<file path="src/verilog/axil_skid_buffer.sv">
/* Two-entry registered skid buffer for a valid/ready channel,
   payload type set by parameter */

`default_nettype none

module axil_skid_buffer #(
    parameter type payload_t = logic
) (
    input  wire logic     aclk,
    input  wire logic     aresetn,

    input  wire payload_t in_data,
    input  wire logic     in_valid,
    output logic          in_ready,

    output payload_t      out_data,
    output logic          out_valid,
    input  wire logic     out_ready
);

    payload_t skid_data;
    logic     skid_valid;
    logic     in_fire;
    logic     main_free;

    // Ready comes straight from a flop, no path from out_ready
    assign in_ready  = ~skid_valid;
    assign in_fire   = in_valid & in_ready;
    assign main_free = ~out_valid | out_ready;  // Main entry empties or is empty

    // Control state
    always_ff @(posedge aclk) begin
        if (!aresetn) begin
            out_valid  <= 1'b0;
            skid_valid <= 1'b0;
        end else if (main_free) begin
            out_valid  <= skid_valid | in_fire;
            skid_valid <= 1'b0;                   // Skid drains into main first
        end else if (in_fire) begin
            skid_valid <= 1'b1;                   // Main is stuck, park the beat
        end
    end

    // Payload, no reset needed
    always_ff @(posedge aclk) begin
        if (main_free) begin
            out_data <= skid_valid ? skid_data : in_data;
        end
        if (!main_free && in_fire) begin
            skid_data <= in_data;
        end
    end

endmodule

`default_nettype wire
</file>
<file path="config.mk">
export PLATFORM = sky130hd
export DESIGN_NAME = axil_skid_buffer
export DESIGN_NICKNAME = d
export VERILOG_FILES = /design/src/verilog/axil_skid_buffer.sv
export SDC_FILE = /design/constraint.sdc
export NUM_CORES = 1
export LEC_CHECK = 0
export BUFFER_PORTS_ARGS = -buffer_cell sky130_fd_sc_hd__buf_2
export CAP_MARGIN = 20
export CORE_AREA = 2 2 39 41
export DETAILED_ROUTE_END_ITERATION = 7
export DIE_AREA = 0 0 41 43
export PLACE_DENSITY = 0.34
export SYNTH_ARGS = -nofsm -noshare
export SYNTH_HDL_FRONTEND = slang
export SYNTH_SLANG_ARGS = --single-unit
</file>
<file path="constraint.sdc">
create_clock -name aclk -period 2.75 [get_ports aclk]
set_clock_uncertainty 0.05 [all_clocks]
set_input_delay 0.4125 -clock aclk [delete_from_list [all_inputs] [get_ports aclk]]
set_output_delay 0.4125 -clock aclk [all_outputs]
set_load 0.02 [all_outputs]
</file>
==> results by group <==
Outcome
  – Status: finished, final reports clean

Floorplanning
  – Site row count: 14
  – Die X: 41 um
  – Chip height: 43 um
  – Die area: 1763 sq um
  – Starting Density: 0.1193
  – IO Pins: 8
  – Core area: 1384 sq um

Timing
  – Max Fclk: 0.7801 GHz
  – Pins Over Slew Limit: 0
  – Worst-margin pin slew: 175.2 ps
  – Setup TNS: 0 ps
  – Worst setup margin: 1468 ps
  – Final hold violations: 0
  – Final Hold Slack: 308.8 ps
  – Slew HR: 0.8827
  – RSZ-0062 raised after global routing: no
  – Final setup viols: 0
  – Period utilization: 0.4661
  – Tmin final: 1282 ps

Cells and area
  – Fillers: 156
  – Ant. Diodes: 0
  – Layout area overhead: 49.24%
  – Multi-input gate area: 61.31 sq um
  – Post-layout util: 0.1781
  – Nets@finish: 28
  – Layout cell share with drive strength beyond 1: 0.5909
  – Cell area after layout: 246.5 sq um
  – Register area: 100.1 sq um
  – Final Non-Filler Cells: 38

Route
  – DR iter-0 viols: 1
  – Wire per inst: 8.263 um
  – Routed Antenna Nets: 0
  – Vias after detailed routing: 126
  – Final WL: 314 um
  – Drc violations: 0
  – Vias/cell: 3.316
  – First-pass detailed-route iteration total: 2

Place
  – GP Congestion: 0.5776
  – PortBufs: 7
  – Placed cell area: 220.2 sq um
  – DP Worst Slack: 1551 ps
  – # placed instances: 34

Clock tree
  – CTS buffer count: 3
  – Post_cts resized: 0
  – Bufs on Longest Clock Path: 2
  – Clock sinks: 4
  – H-tree depth: 1
  – Post-CTS Setup Bufs: 0
  – CTS tree: done
  – Hold-fix buffers, CTS: 0
  – Worst-path clk slew: 40 ps
  – Clock Latency Late Sink: 230 ps
  – Root Driver: clkbuf_4

GRT
  – Initial antenna violation count: 0
  – Met3 GRT Util: 0.07853
  – Largest net degree at the start of global routing: 5
  – GRT overflow: 0
  – Layer with the highest usage: met3
  – Vias in the first global route: 134
  – GRT met1 Usage: 0.05161
  – Gr usage total: 0.05729
  – First-pass GRT wire length: 538 um
  – M2 GR Usage: 0.05313

Power and ir drop
  – Cell Int Power: 0.1277 mW
  – Clock share of power: 0.501
  – Share of power burned in registers: 0.410
  – Total power: 0.1648 mW
  – Static leakage: 0.1000 nW
  – Cell area power density: 668.7 nW/um^2
  – Peak supply drop: 0.2103 mV
  – Comb pwr share: 0.089
  – Switching Fraction: 0.2252
  – Net Sw Power: 0.03713 mW

Logic synthesis
  – Largest area contributor in the netlist: edfxtp_1
  – Synthesized flop and latch total: 4
  – Ys Warns: 0
  – Syn avg cell area: 15.01 sq um
  – Ys async rst share: 0
  – Post-Synthesis Cell Area: 165.2 sq um
  – Post-synthesis sequential area ratio: 0.6061
  – Synth cell types: 8
  – Post-synth EDFFs: 2
  – Net Count, Synth: 16
  – Primary FF master, synth: edfxtp_1
  – Synth top area share: 0.3636
  – Most common library cells after synthesis: dfxtp_1, edfxtp_1, nor3b_2
  – Syn Inst Count: 11
  – Cells taking the most area after synthesis: edfxtp_1, dfxtp_1, nor3b_2

Worst setup path
  – Critical path required time: 2290 ps
  – Crit path DAT: 820 ps
  – Worst flop-to-flop path startpoint: skid_valid$_SDFFE_PP0P_
  – Worst Setup End Kind: output port
  – Startpoint Class: register
  – Worst setup path class: reg2out
  – Critical-path maximum fanout: 4
  – CP Launch Point: skid_valid$_SDFFE_PP0P_

Hold path
  – Hold wc startpoint: in_data
  – Worst hold path type: in2reg

Run
  – MaxCap Viol Count: 0
[final cells by class]
class,instances,share of cell area
clock buffers,4,0.1066
inverters,1,0.01523
multi-input cells,6,0.2487
flip-flops and latches,4,0.4061
well taps,16,0.08122
repair buffers,7,0.1421
[placed cells by master, fill, tap and decap left out]
master	n
a21boi_1	1
buf_2	7
clkbuf_1	1
clkbuf_4	3
dfxtp_1	2
edfxtp_1	2
inv_1	1
mux2_1	1
nand2b_4	1
nor2_1	1
nor3b_2	2
[worst paths after layout]
kind / slack, ps / to / cells past startpoint
worst min register to register: 470 / skid_valid$_SDFFE_PP0P_ / 2
worst min-delay path: 310 / skid_data$_DFFE_PP_ / 1
worst max-delay path: 1470 / in_ready / 2
worst max register to register: 1740 / out_data$_DFFE_PP_ / 1
[state kept, by name, summed over array words and instances (netlist names)]
| register | flops |
|---|---|
| out_data | 1 |
| out_valid | 1 |
| skid_data | 1 |
| skid_valid | 1 |
[per-layer routing]
metal,share of wire,wire length [um]
met1,0.48,151
met5,0,0
met2,0.31,96
met4,0,0
met3,0.21,66
[critical path, cell delays in order, from the launching register on]
cell and delay [ps]:
dfxtp_1 380, inv_1 50, buf_2 150
[power groups by stage]
stage	combinational (mW)	sequential, mW	clock, mW
floorplan	0.00574	0.0714	0
global placement	0.0143	0.0684	0
detailed placement	0.0147	0.0686	0
CTS	0.0148	0.0676	0.0868
global route	0.0160	0.0678	0.0953
finish	0.0147	0.0676	0.0825
[cell families after synthesis]
kind of cell | count (synthesis) | synth area share
flip-flops | 4 | 0.6061
AND/OR/NAND/NOR | 4 | 0.2575
AO/OA/AOI/OAI | 1 | 0.04547
buffers and inverters | 1 | 0.02271
multiplexers | 1 | 0.06818
Power figures use the tool's default switching activity.
