`src/verilog/axil_mem_pkg.sv`:
```
/* Shared widths, memory depth, AXI-Lite response codes and the
   packed channel structs used by the AXI-Lite slave memory */

`default_nettype none

package axil_mem_pkg;

    // Bus geometry
    localparam int ADDR_WIDTH = 32;
    localparam int DATA_WIDTH = 32;
    localparam int STRB_WIDTH = DATA_WIDTH / 8;  // One strobe per byte

    // Memory geometry
    localparam int MEM_DEPTH  = 1024;            // Words
    localparam int WORD_AW    = 10;              // log2 of MEM_DEPTH
    localparam int BYTE_OFS   = 2;               // Byte offset bits inside a word

    // Response codes
    localparam logic [1:0] RESP_OKAY   = 2'b00;
    localparam logic [1:0] RESP_SLVERR = 2'b10;

    // Address channel payload, same layout for AW and AR
    typedef struct packed {
        logic [ADDR_WIDTH-1:0] addr;
        logic [2:0]            prot;  // Carried along but never interpreted
    } axil_ax_t;

    // Write data channel payload
    typedef struct packed {
        logic [DATA_WIDTH-1:0] data;
        logic [STRB_WIDTH-1:0] strb;
    } axil_w_t;

    // Write response channel payload
    typedef struct packed {
        logic [1:0] resp;
    } axil_b_t;

    // Read data channel payload
    typedef struct packed {
        logic [DATA_WIDTH-1:0] data;
        logic [1:0]            resp;
    } axil_r_t;

    // RAM write port, driven by the write unit
    typedef struct packed {
        logic [WORD_AW-1:0]    idx;   // Word index
        logic [DATA_WIDTH-1:0] data;
        logic [STRB_WIDTH-1:0] be;    // Byte enables
    } ram_wr_t;

endpackage

`default_nettype wire

```
`src/verilog/axil_mem_read.sv`:
```
/* Read unit: accepts AR, issues the RAM read and holds the
   R response, with zero data and SLVERR out of range */

`default_nettype none

module axil_mem_read (
    input  wire logic                               aclk,
    input  wire logic                               aresetn,

    input  wire axil_mem_pkg::axil_ax_t             ar,
    input  wire logic                               ar_valid,
    output logic                                    ar_ready,

    output axil_mem_pkg::axil_r_t                   r,
    output logic                                    r_valid,
    input  wire logic                               r_ready,

    output logic                                    ram_re,
    output logic [axil_mem_pkg::WORD_AW-1:0]        ram_rd_idx,
    input  wire logic [axil_mem_pkg::DATA_WIDTH-1:0] ram_rdata
);

    localparam int WORD_BITS = axil_mem_pkg::ADDR_WIDTH - axil_mem_pkg::BYTE_OFS;

    logic [WORD_BITS-1:0] word_addr;
    logic                 in_range;
    logic                 accept;
    logic                 pending;   // Read sitting in the RAM stage
    logic                 pend_ok;   // Its range check result

    assign word_addr = ar.addr[axil_mem_pkg::ADDR_WIDTH-1:axil_mem_pkg::BYTE_OFS];
    assign in_range  = (word_addr < WORD_BITS'(axil_mem_pkg::MEM_DEPTH));

    // One read in flight, response register must be free by load time
    assign ar_ready = ~pending & (~r_valid | r_ready);
    assign accept   = ar_valid & ar_ready;

    assign ram_re     = accept;
    assign ram_rd_idx = ar.addr[axil_mem_pkg::BYTE_OFS +: axil_mem_pkg::WORD_AW];

    // Control state
    always_ff @(posedge aclk) begin
        if (!aresetn) begin
            pending <= 1'b0;
            r_valid <= 1'b0;
        end else begin
            pending <= accept;
            if (pending) begin
                r_valid <= 1'b1;        // RAM data is ready now
            end else if (r_ready) begin
                r_valid <= 1'b0;
            end
        end
    end

    // Range flag travels with the pending read
    always_ff @(posedge aclk) begin
        if (accept) begin
            pend_ok <= in_range;
        end
    end

    // Response payload, held while rready is low
    always_ff @(posedge aclk) begin
        if (pending) begin
            if (pend_ok) begin
                r.data <= ram_rdata;
                r.resp <= axil_mem_pkg::RESP_OKAY;
            end else begin
                r.data <= '0;
                r.resp <= axil_mem_pkg::RESP_SLVERR;
            end
        end
    end

endmodule

`default_nettype wire

```
`config.mk`:
```
export PLATFORM = sky130hd
export DESIGN_NAME = axil_mem_read
export DESIGN_NICKNAME = d
export VERILOG_FILES = /design/src/verilog/axil_mem_pkg.sv /design/src/verilog/axil_mem_read.sv
export SDC_FILE = /design/constraint.sdc
export NUM_CORES = 1
export LEC_CHECK = 0
export BUFFER_PORTS_ARGS = -buffer_cell sky130_fd_sc_hd__buf_2
export CORE_AREA = 2 2 63 65
export DETAILED_ROUTE_END_ITERATION = 7
export DIE_AREA = 0 0 65 67
export PLACE_DENSITY = 0.85
export SETUP_SLACK_MARGIN = 0.5
export SLEW_MARGIN = 25
export SYNTH_ARGS = -nofsm -noshare
export SYNTH_HDL_FRONTEND = slang
export SYNTH_SLANG_ARGS = --single-unit
```
`constraint.sdc`:
```
create_clock -name aclk -period 4.9 [get_ports aclk]
set_clock_uncertainty 0.2 [all_clocks]
set_input_delay 0.245 -clock aclk [delete_from_list [all_inputs] [get_ports aclk]]
set_output_delay 0.245 -clock aclk [all_outputs]
set_load 0.02 [all_outputs]
```
==> impl_metrics.py, run 1 <==
metrics = {
    "cts": {
        "cts_setup_buffers": 0,
        "clk_latency_ns": 0.27,
        "cts-buffers-inserted": 5,
        "cts_buffer_depth": 2,
        "tritoncts": "done",
        "htreeDepth": 2,
        "root_buffer": "clkbuf_8",
        "clk_pin_slew_ns": 0.06,
        "clock_sinks": 36,
    },
    "detailed_routing": {
        "ant_nets": 0,
        "vias": 989,
        "drtPass1Iterations": 4,
        "drcViolationCount": 0,
        "wirelength_mm": 2.82,
        "wire_per_inst_um": 12.1,
        "drt_iter0_markers": 89,
        "avgViaCountPerCell": 4.26,
    },
    "timing": {
        "worst_pin_slew_ns": 0.713,
        "rsz0062_at_grt": "false",
        "maxSlewViolCount": 0,
        "hold_viol_final": 0,
        "finalSetupViolations": 0,
        "hold_ws_ns": 0.0307,
        "max_freq_mhz": 444,
        "setup_tns_ns": 0,
        "fin_crit_sh_pct": 46.0,
        "slew-limit-headroom_pct": 52.4,
        "min_period_ns": 2.25,
    },
    "power": {
        "ir_drop_uv": 181,
        "power.density_nw_per_um2": 336,
        "power.leakage_nw": 0.884,
        "p_int_mw": 0.532,
        "clkPwrFrac_pct": 35.8,
        "switchingPower_mw": 0.134,
        "power.total_mw": 0.666,
        "power_frac_seq_pct": 54.1,
        "combPwrFrac_pct": 10.1,
        "swShare_pct": 20.1,
    },
    "placed_design": {
        "portBuffers": 91,
        "placed_cell_area_um2": 1870,
        "hpwl_mm": 2.21,
        "gp_routability_congestion": 0.706,
    },
    "floorplan": {
        "core_um2": 3610,
        "start_util_pct": 39.9,
        "ioPinCount": 118,
        "die_w_um": 65,
        "fp-row-count": 22,
        "fp.dieH_um": 67,
        "die_area_um2": 4360,
    },
    "grt": {
        "grt_pass1_wl_mm": 4.37,
        "antenna_found_initial": 0,
        "grt-ovfl-total": 0,
        "grt_max_degree": 34,
        "grt_util_all_layers_pct": 14.2,
        "grt_pass1_vias": 929,
    },
    "layout": {
        "nets": 254,
        "drive_gt1_share_pct": 53.8,
        "area_delta_synth_final_pct": 37.7,
        "fin_util_pct": 55.0,
        "fillers": 306,
        "n_antenna_cell": 0,
        "fin_area_um2": 1980,
    },
    "run": {
        "maxCapViolCount": 0,
    },
    "logic_synthesis": {
        "syn-num-nets": 168,
        "synth_edf_count": 34,
        "synth_top_area_share_pct": 70.9,
        "synthTopCellsByArea": "edfxtp_1 71%, and2_1 14%, buf_4 5.7%, dfxtp_1 2.8%, nor4_1 2.2%",
        "ys_ff_latch": 36,
        "syn_area_per_cell_um2": 14.8,
        "synthFlopType": "edfxtp_1",
        "synth.yosys.seq_area_share_pct": 73.7,
        "yosysMostFrequentCell": "edfxtp_1",
        "postSynthCellCount": 97,
        "yosysTopAreaCell": "edfxtp_1",
        "yosysWarnings": 0,
        "synth_area_um2": 1440,
        "synth-async-reset-ratio_pct": 0,
        "synthTopCellsByCount": "34 x edfxtp_1, 33 x and2_1, 11 x buf_4",
        "synth_cell_types": 15,
    },
    "critical_path": {
        "end_kind": "primary output",
        "crit_type": "flop to primary output",
        "crit_path_start_kind": "flop",
        "slowest_stage": "dfxtp_1",
        "required_ns": 4.45,
        "crit_family": "flip-flops",
        "cpPeakStageDelay_ns": 0.74,
        "cp_data_arrival_time_ns": 1.81,
        "crit_chain": "buf_4, a21oi_2, and2_1, buf_2",
        "cp_max_fo": 19,
        "critPathBufInv": 2,
    },
    "worst_hold_path": {
        "holdCritPathClass": "primary input to flop",
    },
    "status": {
        "outcome": "completed",
    },
}
## timing repair
item | 4_1_cts | 5_1_grt
endpoints found under the hold margin | 1 | 0
hold buffers | 1 | 0
resized for setup | 0 | 0
## registers in the layout, indices dropped and copies added, names as in the netlist
register,count
pend_ok,1
pending,1
r,33
r_valid,1
## cell families (layout without fill, tap and decap cells)
family          after synthesis  count (layout)  synth area share, %
simple gates                 43              43                 18.2
flops                        36              36                 73.7
buf+inv                      16             103                 7.21
other cells                   1               1                0.260
compound gates                1               1                0.608
## final timing paths
| path | end | depth (start not counted) | startpoint | slack (ns) |
|---|---|---|---|---|
| worst max-delay path | ram_re | 4 | pending$_SDFF_PN0_ | 2.65 |
| worst min-delay path | pending$_SDFF_PN0_ | 2 | ar_valid | 0.03 |
| worst max register to register | pend_ok$_DFFE_PP_ | 3 | pending$_SDFF_PN0_ | 3.09 |
| worst min register to register | r_valid$_SDFFE_PN0P_ | 2 | r_valid$_SDFFE_PN0P_ | 0.35 |
## layout by cell type, fill, tap and decap left out
master         count
buf_2             91
edfxtp_1          34
dlygate4sd3_1      1
buf_4              1
and2_1            33
nor2b_1            1
a21oi_2            1
nand2_1            1
nor4_1             5
nor2_1             1
bufinv_16          1
clkbuf_8           5
inv_1              2
conb_1             1
nand3_1            1
dfxtp_1            2
and3_1             1
clkinv_1           2
## routing by layer
metal  routed length, um  vias up  global-route usage, %
met3                 323       18                   5.74
met2                1270       60                   22.0
met5                   0        -                      0
met1                1110      419                   15.8
li1                    -      492                      -
met4                 112        0                   9.84
## stage by stage
| step | instances | setup slack, ns |
|---|---|---|
| global route | 232 | 2.49 |
| CTS | 232 | 2.61 |
| detailed placement | 223 | 2.92 |
| global placement | 223 | 2.93 |
| floorplan | 97 | 2.89 |
| finish | 232 | 2.65 |
## power groups by stage
stage	Combinational, mW	Clock (mW)	Sequential [mW]
2_1_floorplan	0.0279	0	0.382
3_3_place_gp	0.0659	0	0.367
6_report	0.0673	0.238	0.360
3_5_place_dp	0.0674	0	0.367
4_1_cts	0.0681	0.247	0.361
5_1_grt	0.0737	0.265	0.362
## area by class of cell
cell class              instances  area, um2  share of cell area, %
flip-flops and latches         36       1060                   53.5
repair buffers                 93        473                   23.8
multi-input cells              45        275                   13.9
clock buffers                   5       68.8                   3.47
well taps                      48       60.1                   3.03
clock inverters                 3       37.5                   1.89
inverters                       2       7.51                  0.379
Note: power is estimated with default switching activity, not from simulation.
==> run 2: changes to the inputs <==
--- a/config.mk
+++ b/config.mk
@@ -6,10 +6,10 @@
 export NUM_CORES = 1
 export LEC_CHECK = 0
 export BUFFER_PORTS_ARGS = -buffer_cell sky130_fd_sc_hd__buf_2
-export CORE_AREA = 2 2 63 65
+export CORE_AREA = 2 2 69 71
 export DETAILED_ROUTE_END_ITERATION = 7
-export DIE_AREA = 0 0 65 67
-export PLACE_DENSITY = 0.85
+export DIE_AREA = 0 0 71 73
+export PLACE_DENSITY = 0.76
 export SETUP_SLACK_MARGIN = 0.5
 export SLEW_MARGIN = 25
 export SYNTH_ARGS = -nofsm -noshare
==> constraint.sdc (replaced) <==
create_clock -name aclk -period 1.82 [get_ports aclk]
set_clock_uncertainty 0.2 [all_clocks]
set_input_delay 0.091 -clock aclk [delete_from_list [all_inputs] [get_ports aclk]]
set_output_delay 0.091 -clock aclk [all_outputs]
set_load 0.02 [all_outputs]
==> impl_metrics.py, run 2 (synthesized netlist as in run 1, its figures left out) <==
metrics = {
    "status": {
        "outcome": "completed",
    },
    "detailed_routing": {
        "wirelength_mm": 3.95,
        "wire_per_inst_um": 13.4,
        "drcViolationCount": 0,
        "avgViaCountPerCell": 4.36,
        "drt_iter0_markers": 41,
        "vias": 1286,
        "drtPass1Iterations": 4,
        "ant_nets": 0,
    },
    "floorplan": {
        "fp-row-count": 25,
        "start_util_pct": 31.8,
        "ioPinCount": 118,
        "die_area_um2": 5180,
        "fp.dieH_um": 73,
        "die_w_um": 71,
        "core_um2": 4540,
    },
    "cts": {
        "tritoncts": "done",
        "htreeDepth": 2,
        "cts_buffer_depth": 2,
        "cts-buffers-inserted": 5,
        "root_buffer": "clkbuf_8",
        "clk_latency_ns": 0.28,
        "clk_pin_slew_ns": 0.07,
        "clock_sinks": 36,
    },
    "grt": {
        "antenna_found_initial": 0,
        "grt_pass1_vias": 1343,
        "grt_max_degree": 24,
        "grt-ovfl-total": 0,
        "grt_pass1_wl_mm": 6.27,
        "grt_util_all_layers_pct": 16.1,
    },
    "placed_design": {
        "hpwl_mm": 2.21,
        "portBuffers": 91,
        "post-place-ws_ns": 0.488,
        "gp_routability_congestion": 0.732,
        "dp_cells": 230,
    },
    "timing": {
        "fin_crit_sh_pct": 72.8,
        "finalSetupViolations": 0,
        "hold_ws_ns": 0.00148,
        "maxSlewViolCount": 0,
        "max_freq_mhz": 755,
        "rsz0062_at_grt": "true",
        "min_period_ns": 1.33,
        "setup_ws_ns": 0.495,
        "setup_tns_ns": 0,
        "hold_viol_final": 0,
    },
    "critical_path": {
        "cpPeakStageDelay_ns": 0.55,
        "end_kind": "primary output",
        "cp_max_fo": 2,
        "slowest_stage": "dlygate4sd3_1",
        "cp_data_arrival_time_ns": 1.03,
        "crit_path_start_kind": "primary input",
        "required_ns": 1.53,
        "crit_chain": "dlygate4sd3_1, buf_2, and2_4, buf_6",
        "ff2ff_path_depth": 4,
        "crit_type": "primary input to primary output",
    },
    "layout": {
        "final_cell_mix": "90 x buf_2, 52 x dlygate4sd3_1, 34 x edfxtp_1",
        "fillers": 345,
        "area_delta_synth_final_pct": 78.3,
        "fin_cells": 295,
        "final_common_cell": "buf_2",
        "largest_reg_flops": 33,
        "largest-register": "r",
        "drive_gt1_share_pct": 45.2,
        "n_antenna_cell": 0,
        "nets": 311,
    },
    "power": {
        "p_int_mw": 1.39,
        "ir_drop_uv": 276,
        "power.density_nw_per_um2": 706,
        "swShare_pct": 23.5,
        "combPwrFrac_pct": 18.0,
        "clkPwrFrac_pct": 29.2,
        "power.leakage_nw": 1.12,
        "switchingPower_mw": 0.426,
        "power.total_mw": 1.81,
        "power_frac_seq_pct": 52.8,
    },
    "worst_hold_path": {
        "holdCritPathClass": "primary input to flop",
        "holdPathStages": 4,
    },
    "run": {
        "maxCapViolCount": 0,
    },
}
-- run 2: final timing paths --
check | from | to | slack [ns]
worst max-delay path | ar_valid | ram_re | 0.49
worst min-delay path | ar[33] | pend_ok$_DFFE_PP_ | 0.001
worst max register to register | pending$_SDFF_PN0_ | pend_ok$_DFFE_PP_ | 0.53
worst min register to register | pending$_SDFF_PN0_ | r_valid$_SDFFE_PN0P_ | 0.35
-- run 2: repair_timing --
| item | CTS | global route |
|---|---|---|
| setup buffers | 4 | 1 |
| pin swaps | 2 | 3 |
| endpoints found under the hold margin | 45 | 0 |
| resized for setup | 3 | 2 |
| setup endpoints to repair | 3 | 2 |
| hold buffers | 52 | 0 |
-- run 2: area by class of cell --
class                   instances  area, um2  share of cell area, %
repair buffers                150       1040                   40.6
clock buffers                   6       72.6                   2.83
flip-flops and latches         36       1070                   41.5
inverters                       2       7.51                  0.292
multi-input cells              45        300                   11.7
clock inverters                 2       11.3                  0.439
well taps                      54       67.6                   2.63
-- run 2: metal layers --
metal	routed length [um]	global-route usage, %	up-vias
met4	46	5.03	0
met1	1500	17.5	572
met3	426	5.80	5
met2	1980	29.3	101
li1	-	-	608
met5	0	0	-
-- run 2: worst max-delay path: cells and delay by family --
family | cells | cell delay [ns]
AND/OR/NAND/NOR | 1 | 0.14
buffers and inverters | 3 | 0.81
-- run 2: through the flow --
stage	cell area (um2)	util [%]
after floorplan	1450	-
after global placement	1900	41.8
after detailed placement	1900	41.8
after CTS	2540	56.1
after global routing	2570	56.6
final	2570	56.6
-- run 2: power by group through the flow --
stage	Sequential, mW	Clock [mW]	Combinational (mW)
2_1_floorplan	1.03	0	0.0780
6_report	0.958	0.530	0.326
5_1_grt	0.960	0.583	0.353
3_3_place_gp	0.990	0	0.181
4_1_cts	0.957	0.556	0.318
3_5_place_dp	0.992	0	0.183
