[config.mk]
export PLATFORM = sky130hd
export DESIGN_NAME = axil_mem_write
export DESIGN_NICKNAME = d
export VERILOG_FILES = /design/src/verilog/axil_mem_pkg.sv /design/src/verilog/axil_mem_write.sv
export SDC_FILE = /design/constraint.sdc
export NUM_CORES = 1
export LEC_CHECK = 0
export BUFFER_PORTS_ARGS = -buffer_cell sky130_fd_sc_hd__buf_2
export CAP_MARGIN = 30
export CORE_UTILIZATION = 23
export CTS_CLUSTER_SIZE = 10
export DETAILED_ROUTE_END_ITERATION = 16
export PLACE_DENSITY = 0.84
export SYNTH_ARGS = -nofsm -noshare
export SYNTH_HDL_FRONTEND = slang
export SYNTH_SLANG_ARGS = --single-unit
[constraint.sdc]
create_clock -name aclk -period 2.59 [get_ports aclk]
set_clock_uncertainty 0.05 [all_clocks]
set_input_delay 0.1295 -clock aclk [delete_from_list [all_inputs] [get_ports aclk]]
set_output_delay 0.1295 -clock aclk [all_outputs]
set_load 0.03 [all_outputs]
[src/verilog/axil_mem_pkg.sv]
/* Shared widths, memory depth, AXI-Lite response codes and the
   packed channel structs used by the AXI-Lite slave memory */

`default_nettype none

package axil_mem_pkg;

    // Bus geometry
    localparam int ADDR_WIDTH = 32;
    localparam int DATA_WIDTH = 32;
    localparam int STRB_WIDTH = DATA_WIDTH / 8;  // One strobe per byte

    // Memory geometry
    localparam int MEM_DEPTH  = 1024;            // Words
    localparam int WORD_AW    = 10;              // log2 of MEM_DEPTH
    localparam int BYTE_OFS   = 2;               // Byte offset bits inside a word

    // Response codes
    localparam logic [1:0] RESP_OKAY   = 2'b00;
    localparam logic [1:0] RESP_SLVERR = 2'b10;

    // Address channel payload, same layout for AW and AR
    typedef struct packed {
        logic [ADDR_WIDTH-1:0] addr;
        logic [2:0]            prot;  // Carried along but never interpreted
    } axil_ax_t;

    // Write data channel payload
    typedef struct packed {
        logic [DATA_WIDTH-1:0] data;
        logic [STRB_WIDTH-1:0] strb;
    } axil_w_t;

    // Write response channel payload
    typedef struct packed {
        logic [1:0] resp;
    } axil_b_t;

    // Read data channel payload
    typedef struct packed {
        logic [DATA_WIDTH-1:0] data;
        logic [1:0]            resp;
    } axil_r_t;

    // RAM write port, driven by the write unit
    typedef struct packed {
        logic [WORD_AW-1:0]    idx;   // Word index
        logic [DATA_WIDTH-1:0] data;
        logic [STRB_WIDTH-1:0] be;    // Byte enables
    } ram_wr_t;

endpackage

`default_nettype wire

[src/verilog/axil_mem_write.sv]
/* Write unit: pairs AW with W, range-checks the word index,
   drives the RAM write port and returns the B response */

`default_nettype none

module axil_mem_write (
    input  wire logic                   aclk,
    input  wire logic                   aresetn,

    input  wire axil_mem_pkg::axil_ax_t aw,
    input  wire logic                   aw_valid,
    output logic                        aw_ready,

    input  wire axil_mem_pkg::axil_w_t  w,
    input  wire logic                   w_valid,
    output logic                        w_ready,

    output axil_mem_pkg::axil_b_t       b,
    output logic                        b_valid,
    input  wire logic                   b_ready,

    output logic                        ram_we,
    output axil_mem_pkg::ram_wr_t       ram_wr
);

    localparam int WORD_BITS = axil_mem_pkg::ADDR_WIDTH - axil_mem_pkg::BYTE_OFS;

    logic [WORD_BITS-1:0] word_addr;
    logic                 in_range;
    logic                 b_free;
    logic                 fire;

    // Full word address, upper bits take part in the range check
    assign word_addr = aw.addr[axil_mem_pkg::ADDR_WIDTH-1:axil_mem_pkg::BYTE_OFS];
    assign in_range  = (word_addr < WORD_BITS'(axil_mem_pkg::MEM_DEPTH));

    // Response slot is free when empty or being taken this cycle
    assign b_free = ~b_valid | b_ready;

    // Address and data leave together, never one without the other
    assign fire     = aw_valid & w_valid & b_free;
    assign aw_ready = fire;
    assign w_ready  = fire;

    // RAM write on the firing edge, suppressed out of range
    assign ram_we = fire & in_range;

    always_comb begin
        ram_wr.idx  = aw.addr[axil_mem_pkg::BYTE_OFS +: axil_mem_pkg::WORD_AW];
        ram_wr.data = w.data;
        ram_wr.be   = w.strb;
    end

    // Single outstanding write response
    always_ff @(posedge aclk) begin
        if (!aresetn) begin
            b_valid <= 1'b0;
        end else if (fire) begin
            b_valid <= 1'b1;
        end else if (b_ready) begin
            b_valid <= 1'b0;
        end
    end

    always_ff @(posedge aclk) begin
        if (fire) begin
            b.resp <= in_range ? axil_mem_pkg::RESP_OKAY
                               : axil_mem_pkg::RESP_SLVERR;
        end
    end

endmodule

`default_nettype wire

==> summary.md, run 1 <==
| Metric | Value |
|---|---|
| Outcome | completed |
| DRT Wirelength | 935 um |
| Synth top area share | 68.7% |
| Yosys cell types | 13 |
| Clk_lat worst skew | 0.22 ns |
| Vias in the first global route | 318 |
| Top-count cell post-synth | buf_4 |
| First-pass GRT wire length | 1240 um |
| Mean post-synth cell area | 8.19 sq um |
| CP max stage cell | nor4_2 |
| Port Buffers | 29 |
| Seq/Total Area, Yosys | 9.55% |
| Crit-path max cell delay | 0.27 ns |
| Total global-route track usage | 6.91% |
| Post-CTS Setup Repair Bufs | 0 |
| # Max-Cap Violations | 0 |
| Setup TNS | 0 ns |
| Final hold violations | 0 |
| Slew Viols, Final | 0 |
| Final period util | 50.9% |
| Die Y-Extent | 49.7 um |
| Fillers | 231 |
| Reg clk slew, reported paths | 0.03 ns |
| Synthesis-to-layout area growth | -29.6% |
| Fmax | 758 MHz |
| DR WL/cell | 12.3 um |
| Synth Warn # | 0 |
| Final setup fails | 0 |
| CP cell instances | buf_2 -> nor4_2 -> nand3_1 -> nor4b_2 -> buf_2 |
| DR pass1 iterations | 2 |
| Final core utilization | 18.1% |
| Leak | 0.169 nW |
| Crit path top cell by count | buf_2 |
| Num CTS Buffers | 3 |
| Net count of the mapped netlist | 140 |
| CTS tree | done |
| Initial DRC Count | 1 |
| CP Data Required Time | 2.41 ns |
| Path type of the worst setup path | input pin to output pin |
| Mapped cell area | 524 sq um |
| Num rows | 16 |
| Power Total | 0.149 mW |
| Core footprint | 0.00204 sq mm |
| Final ANT Viol Nets | 0 |
| Clock Path Buffers | 2 |
| Max H-tree Level | 1 |
| Initial antenna violation count | 0 |
| CTS Root Cell | clkbuf_4 |
| Hold_buf cts | 0 |
| Minimum clock period after layout | 1.32 ns |
| Mapped Cells | 64 |
| Commonest cells in the netlist | 48 x buf_4, 4 x nor4_2, 2 x nand2_1 |
| Diode count | 0 |
| Arr. time, crit path | 1.14 ns |
| CP startpoint kind | input pin |
| Pwr dens | 405 mW/mm^2 |
| CTS Sinks | 2 |
| Post-cts sizing count | 0 |
| Max rail drop VDD | 186 uV |
| RSZ-0062 raised after global routing | no |
| Synth Flop Type | edfxtp_1 |
| Layout cells sized above 1 | 75.5% |
| Remaining DRCs | 0 |
| # IOs | 128 |
| CP delay by family, top | simple AND/OR/NAND/NOR gates |
| Area leader, netlist | buf_4 |
| Avg Vias per Cell | 4.28 |
| Synth area leaders | buf_4 69%, nor4_2 9.5%, edfxtp_1 5.7%, dfxtp_1 3.8%, nor4b_2 2.9% |
| WP buf/inv | 2 |
| Die area | 0.00247 sq mm |
| Placer Congestion | 0.537 |
| CP Capture Type | output pin |
| CP max FO | 2 |
| Die Width | 49.7 um |
| Largest net degree at the start of global routing | 4 |
| Hold crit path type | input pin to flop |
| Seq cells post-synth | 2 |
| Synth async-reset ratio | 0% |
| Starting density of the core | 25.7% |
| Layout Nets | 126 |
| Post-synth EDFFs | 1 |
| Vias | 325 |
| GRT overflow | 0 |
[final timing paths]
kind,from,endpoint,slack [ns],depth (start not counted)
hold reg to reg,b_valid$_SDFFE_PN0P_,b_valid$_SDFFE_PN0P_,0.47,2
setup / recovery,aw[27],ram_we,1.27,5
setup reg to reg,b_valid$_SDFFE_PN0P_,b[1]$_DFFE_PP_,1.63,2
hold / removal,aresetn,b_valid$_SDFFE_PN0P_,0.11,2
[report_power, final]
part	switching, mW	internal [mW]	total (mW)	leakage (nW)
Sequential	0.000400	0.0347	0.0351	0.0172
Combinational	0.0190	0.0178	0.0367	0.137
Clock	0.0203	0.0573	0.0776	0.0150
[layout by cell type (no fill, tap or decap)]
cell,Yosys,layout
nor4_1,1,1
buf_2,0,29
nand2b_1,1,1
nor4b_2,1,1
clkbuf_4,0,3
clkbuf_1,0,1
nand2_1,2,2
a21boi_0,1,1
dfxtp_1,1,1
nand3_1,1,1
nor4_2,4,4
conb_1,1,1
nor2b_1,1,1
edfxtp_1,1,1
or2_1,1,1
[worst reg2reg max path, stage by stage, from the launching register on]
cell	delay (ns)
dfxtp_1	0.29
nand2b_1	0.09
nor2b_1	0.23
[logic make-up (layout without fill, tap and decap cells)]
group | count (synthesis) | count (layout) | share of synthesized area [%]
AOI/OAI and AO/OA | 1 | 1 | 1.43
DFF | 2 | 2 | 9.55
other | 1 | 1 | 0.715
and+or+nand+nor | 12 | 12 | 19.6
buffers and inverters | 48 | 33 | 68.7
[cell type report]
class                           count  area, sq um  area share [%]
Clock buffer                        4         26.3            7.12
Multi-Input combinational cell     14          114            30.8
Sequential cell                     2         50.0            13.6
Tap cell                           27         33.8            9.15
Timing Repair Buffer               29          145            39.3
[sequential cells by signal, indices dropped and copies added (netlist names)]
name     count
b            1
b_valid      1
[through the flow]
stage / std cells / setup slack [ns] / instance area, sq um / hold slack (ns)
floorplan: 64 / 1.07 / 524 / 0.233
finish: 76 / 1.27 / 369 / 0.114
CTS: 76 / 1.26 / 369 / 0.109
global route: 76 / 1.15 / 369 / 0.123
global placement: 72 / 1.30 / 343 / 0.209
detailed placement: 72 / 1.26 / 343 / 0.209
[routing by layer]
metal  vias up  GRT usage, %  part of all wire, %
met3        10          7.10                   28
li1        128             -                    -
met1       127          2.57                   18
met5         -             0                    0
met2        60          11.7                   47
met4         0          9.05                  7.0
Note: power is estimated with default switching activity, not from simulation.
==> run 2: changes to the inputs <==
--- a/config.mk
+++ b/config.mk
@@ -7,10 +7,10 @@
 export LEC_CHECK = 0
 export BUFFER_PORTS_ARGS = -buffer_cell sky130_fd_sc_hd__buf_2
 export CAP_MARGIN = 30
-export CORE_UTILIZATION = 23
+export CORE_UTILIZATION = 20
 export CTS_CLUSTER_SIZE = 10
 export DETAILED_ROUTE_END_ITERATION = 16
-export PLACE_DENSITY = 0.84
+export PLACE_DENSITY = 0.78
 export SYNTH_ARGS = -nofsm -noshare
 export SYNTH_HDL_FRONTEND = slang
 export SYNTH_SLANG_ARGS = --single-unit
==> constraint.sdc (replaced) <==
create_clock -name aclk -period 1.1 [get_ports aclk]
set_clock_uncertainty 0.05 [all_clocks]
set_input_delay 0.055 -clock aclk [delete_from_list [all_inputs] [get_ports aclk]]
set_output_delay 0.055 -clock aclk [all_outputs]
set_load 0.03 [all_outputs]
==> run 2 against run 1 <==
Critical path depth is 2 lower. Non-clock buffer count stayed put. Sequential cell count stayed put. First-iteration DRC count is 100% lower. Cell count is 3.9% higher. Clock-buffer cell count stayed put. Sequential power is 140% higher. Clock power is 140% higher. Critical path type is now flop to output pin. Largest cell class unchanged. Highest routed layer unchanged.
==> summary.md, run 2 (synthesis results as in run 1) <==
| Metric | Value |
|---|---|
| Reg clk slew, reported paths | 0.03 ns (about the same) |
| Die Width | 53.2 um (was 49.7 um) |
| R2R cell count | 2 (unchanged) |
| CP Depth | 3 (was 5) |
| Cell internal pwr | 0.291 mW (was 0.110 mW) |
| CTS tree | done (unchanged) |
| Multi-input logic area | 195 sq um (was 114 sq um) |
| GRT overflow | 0 (unchanged) |
| DR pass1 iterations | 1 (was 2) |
| Layout Nets | 126 (unchanged) |
| Avg Vias per Cell | 4.09 (was 4.28) |
| CTS Sinks | 2 (unchanged) |
| Diode count | 0 (unchanged) |
| Core footprint | 0.00248 sq mm (was 0.00204 sq mm) |
| Final period util | 99.1% |
| Vias | 323 (was 325) |
| Minimum clock period after layout | 1.09 ns |
| Commonest non-fill, non-tap cell in the layout | buf_2 (unchanged) |
| Final hold violations | 0 (unchanged) |
| CP max stage cell | dfxtp_2 (was nor4_2) |
| CP delay by family, top | flip-flops (was simple AND/OR/NAND/NOR gates) |
| DRT Wirelength | 1200 um (was 935 um) |
| Die area | 0.00283 sq mm (was 0.00247 sq mm) |
| Outcome | completed (unchanged) |
| # IOs | 128 (unchanged) |
| Num CTS Buffers | 3 (unchanged) |
| First-pass GRT wire length | 1230 um (was 1240 um) |
| Die Y-Extent | 53.2 um (was 49.7 um) |
| Clock power frac | 45.9% (was 51.9%) |
| Max rail drop VDD | 483 uV (was 186 uV) |
| # Max-Cap Violations | 0 (unchanged) |
| Worst Setup EP | ram_we (unchanged) |
| Setup TNS | 0 ns (unchanged) |
| Final ANT Viol Nets | 0 (unchanged) |
| CP startpoint kind | flop (was input pin) |
| Slew Viols, Final | 0 (unchanged) |
| Starting density of the core | 21.2% (was 25.7%) |
| Reg2Reg Setup Slack | 0.22 ns (was 1.63 ns) |
| CP Data Required Time | 1.00 ns (was 2.41 ns) |
| Crit-path max cell delay | 0.32 ns (was 0.27 ns) |
| Clk_lat worst skew | 0.22 ns (about the same) |
| Placer Congestion | 0.449 (was 0.537) |
| CTS Root Cell | clkbuf_4 (unchanged) |
| Final core utilization | 21.0% (was 18.1%) |
| Synthesis-to-layout area growth | -0.955% (was -29.6%) |
| Arr. time, crit path | 0.98 ns (was 1.14 ns) |
| Setup crit start | b_valid$_SDFFE_PN0P_ (was aw[27]) |
| CP max FO | 3 (was 2) |
| Initial DRC Count | 0 (was 1) |
| Clock Path Buffers | 2 (unchanged) |
| Top Registers | b x1, b_valid x1 (unchanged) |
| DR WL/cell | 15.2 um (was 12.3 um) |
| Remaining DRCs | 0 (unchanged) |
| WP buf/inv | 1 (was 2) |
| Layout cells sized above 1 | 87.8% (was 75.5%) |
| R2r startpoint | b_valid$_SDFFE_PN0P_ (unchanged) |
| RSZ-0062 raised after global routing | yes (was no) |
| Pwr dens | 791 mW/mm^2 (was 405 mW/mm^2) |
| Net Sw Frac | 29.1% (was 26.5%) |
| Total global-route track usage | 6.98% (was 6.91%) |
| Most frequent cells in the layout | 17 x buf_2, 9 x buf_6, 5 x nor4_4 (was 29 x buf_2, 4 x nor4_2, 3 x clkbuf_4) |
| Vias in the first global route | 287 (was 318) |
| Fillers | 263 (was 231) |
| P_sw | 0.119 mW (was 0.0396 mW) |
| CP cell instances | nand2b_4 -> nor4b_4 -> buf_4 (was buf_2 -> nor4_2 -> nand3_1 -> nor4b_2 -> buf_2) |
| Initial antenna violation count | 0 (unchanged) |
| Leak | 0.221 nW (was 0.169 nW) |
| CP Capture Type | output pin (unchanged) |
| Largest net degree at the start of global routing | 4 (unchanged) |
| Fmax | 918 MHz |
| Hold crit path type | input pin to flop (unchanged) |
| Max H-tree Level | 1 (unchanged) |
| Path type of the worst setup path | flop to output pin (was input pin to output pin) |
| Register area | 51.3 sq um (was 50.0 sq um) |
| Final setup fails | 0 (unchanged) |
| Num rows | 18 (was 16) |
| R2r endpoint | b[1]$_DFFE_PP_ (unchanged) |
| Sequential power share | 20.6% (was 23.5%) |
| Port Buffers | 29 (unchanged) |
| Comb pwr share | 33.4% (was 24.6%) |
| Post-CTS Setup Repair Bufs | 0 (unchanged) |
[run 2: cell types whose count changed in the layout (fill, tap and decap cells not counted), moves of 3 or more]
cell	previous run	this run
buf_2	29	17
nor4_2	4	0
buf_6	0	9
buf_4	0	3
nor4_4	0	5
[run 2: worst register-to-register path, delay by kind of cell (launching register included)]
kind / cells / cell delay [ns]
flip-flops: 1 / 0.32
AND/OR/NAND/NOR: 2 / 0.23
[run 2: layer usage]
layer	up-vias	part of all wire, %	GRT usage, %
li1	127	-	-
met1	129	17	1.18
met2	55	45	12.1
met3	12	32	7.18
met4	0	6.0	12.3
met5	-	0	0
[run 2: metrics by stage]
step	instances	worst slack, ns	area, sq um	total power [mW]	hold WS (ns)
final	79	0.0104	519	0.411	0.0244
after global routing	79	-0.0190	519	0.436	0.0385
after CTS	79	-0.0166	460	0.399	0.0152
after detailed placement	75	-0.0842	363	0.176	0.0602
after global placement	75	-0.0764	363	0.174	0.0602
after floorplan	64	-0.0744	541	0.439	0.159
[run 2: repair_timing]
action | in CTS | in global routing
hold buffers | 0 | 0
setup endpoints to repair | 3 | 3
gates resized for setup | 12 | 12
pin swaps | 7 | 6
[run 2: layout make-up]
cell class	instances	area share, %
clock buffers	4	5.06
multi-input cells	14	37.6
flip-flops and latches	2	9.88
well taps	30	7.23
repair buffers	29	40.2
[run 2: how the worst min path moves through the flow]
stage | startpoint | endpoint | slack, ns | cells after the start
after floorplan | aresetn | b_valid$_SDFFE_PN0P_ | 0.16 | 1
after global placement | w[11] | ram_wr[11] | 0.06 | 0
after detailed placement | w[11] | ram_wr[11] | 0.06 | 0
after CTS | aresetn | b_valid$_SDFFE_PN0P_ | 0.02 | 2
after global routing | aresetn | b_valid$_SDFFE_PN0P_ | 0.04 | 2
final | aresetn | b_valid$_SDFFE_PN0P_ | 0.02 | 2
[run 2: power groups by stage]
stage          logic [mW]  registers [mW]  clock network, mW
2_1_floorplan       0.348          0.0906                  0
3_3_place_gp       0.0902          0.0837                  0
3_5_place_dp       0.0915          0.0841                  0
4_1_cts             0.115          0.0844              0.200
5_1_grt             0.145          0.0847              0.206
6_report            0.137          0.0846              0.189
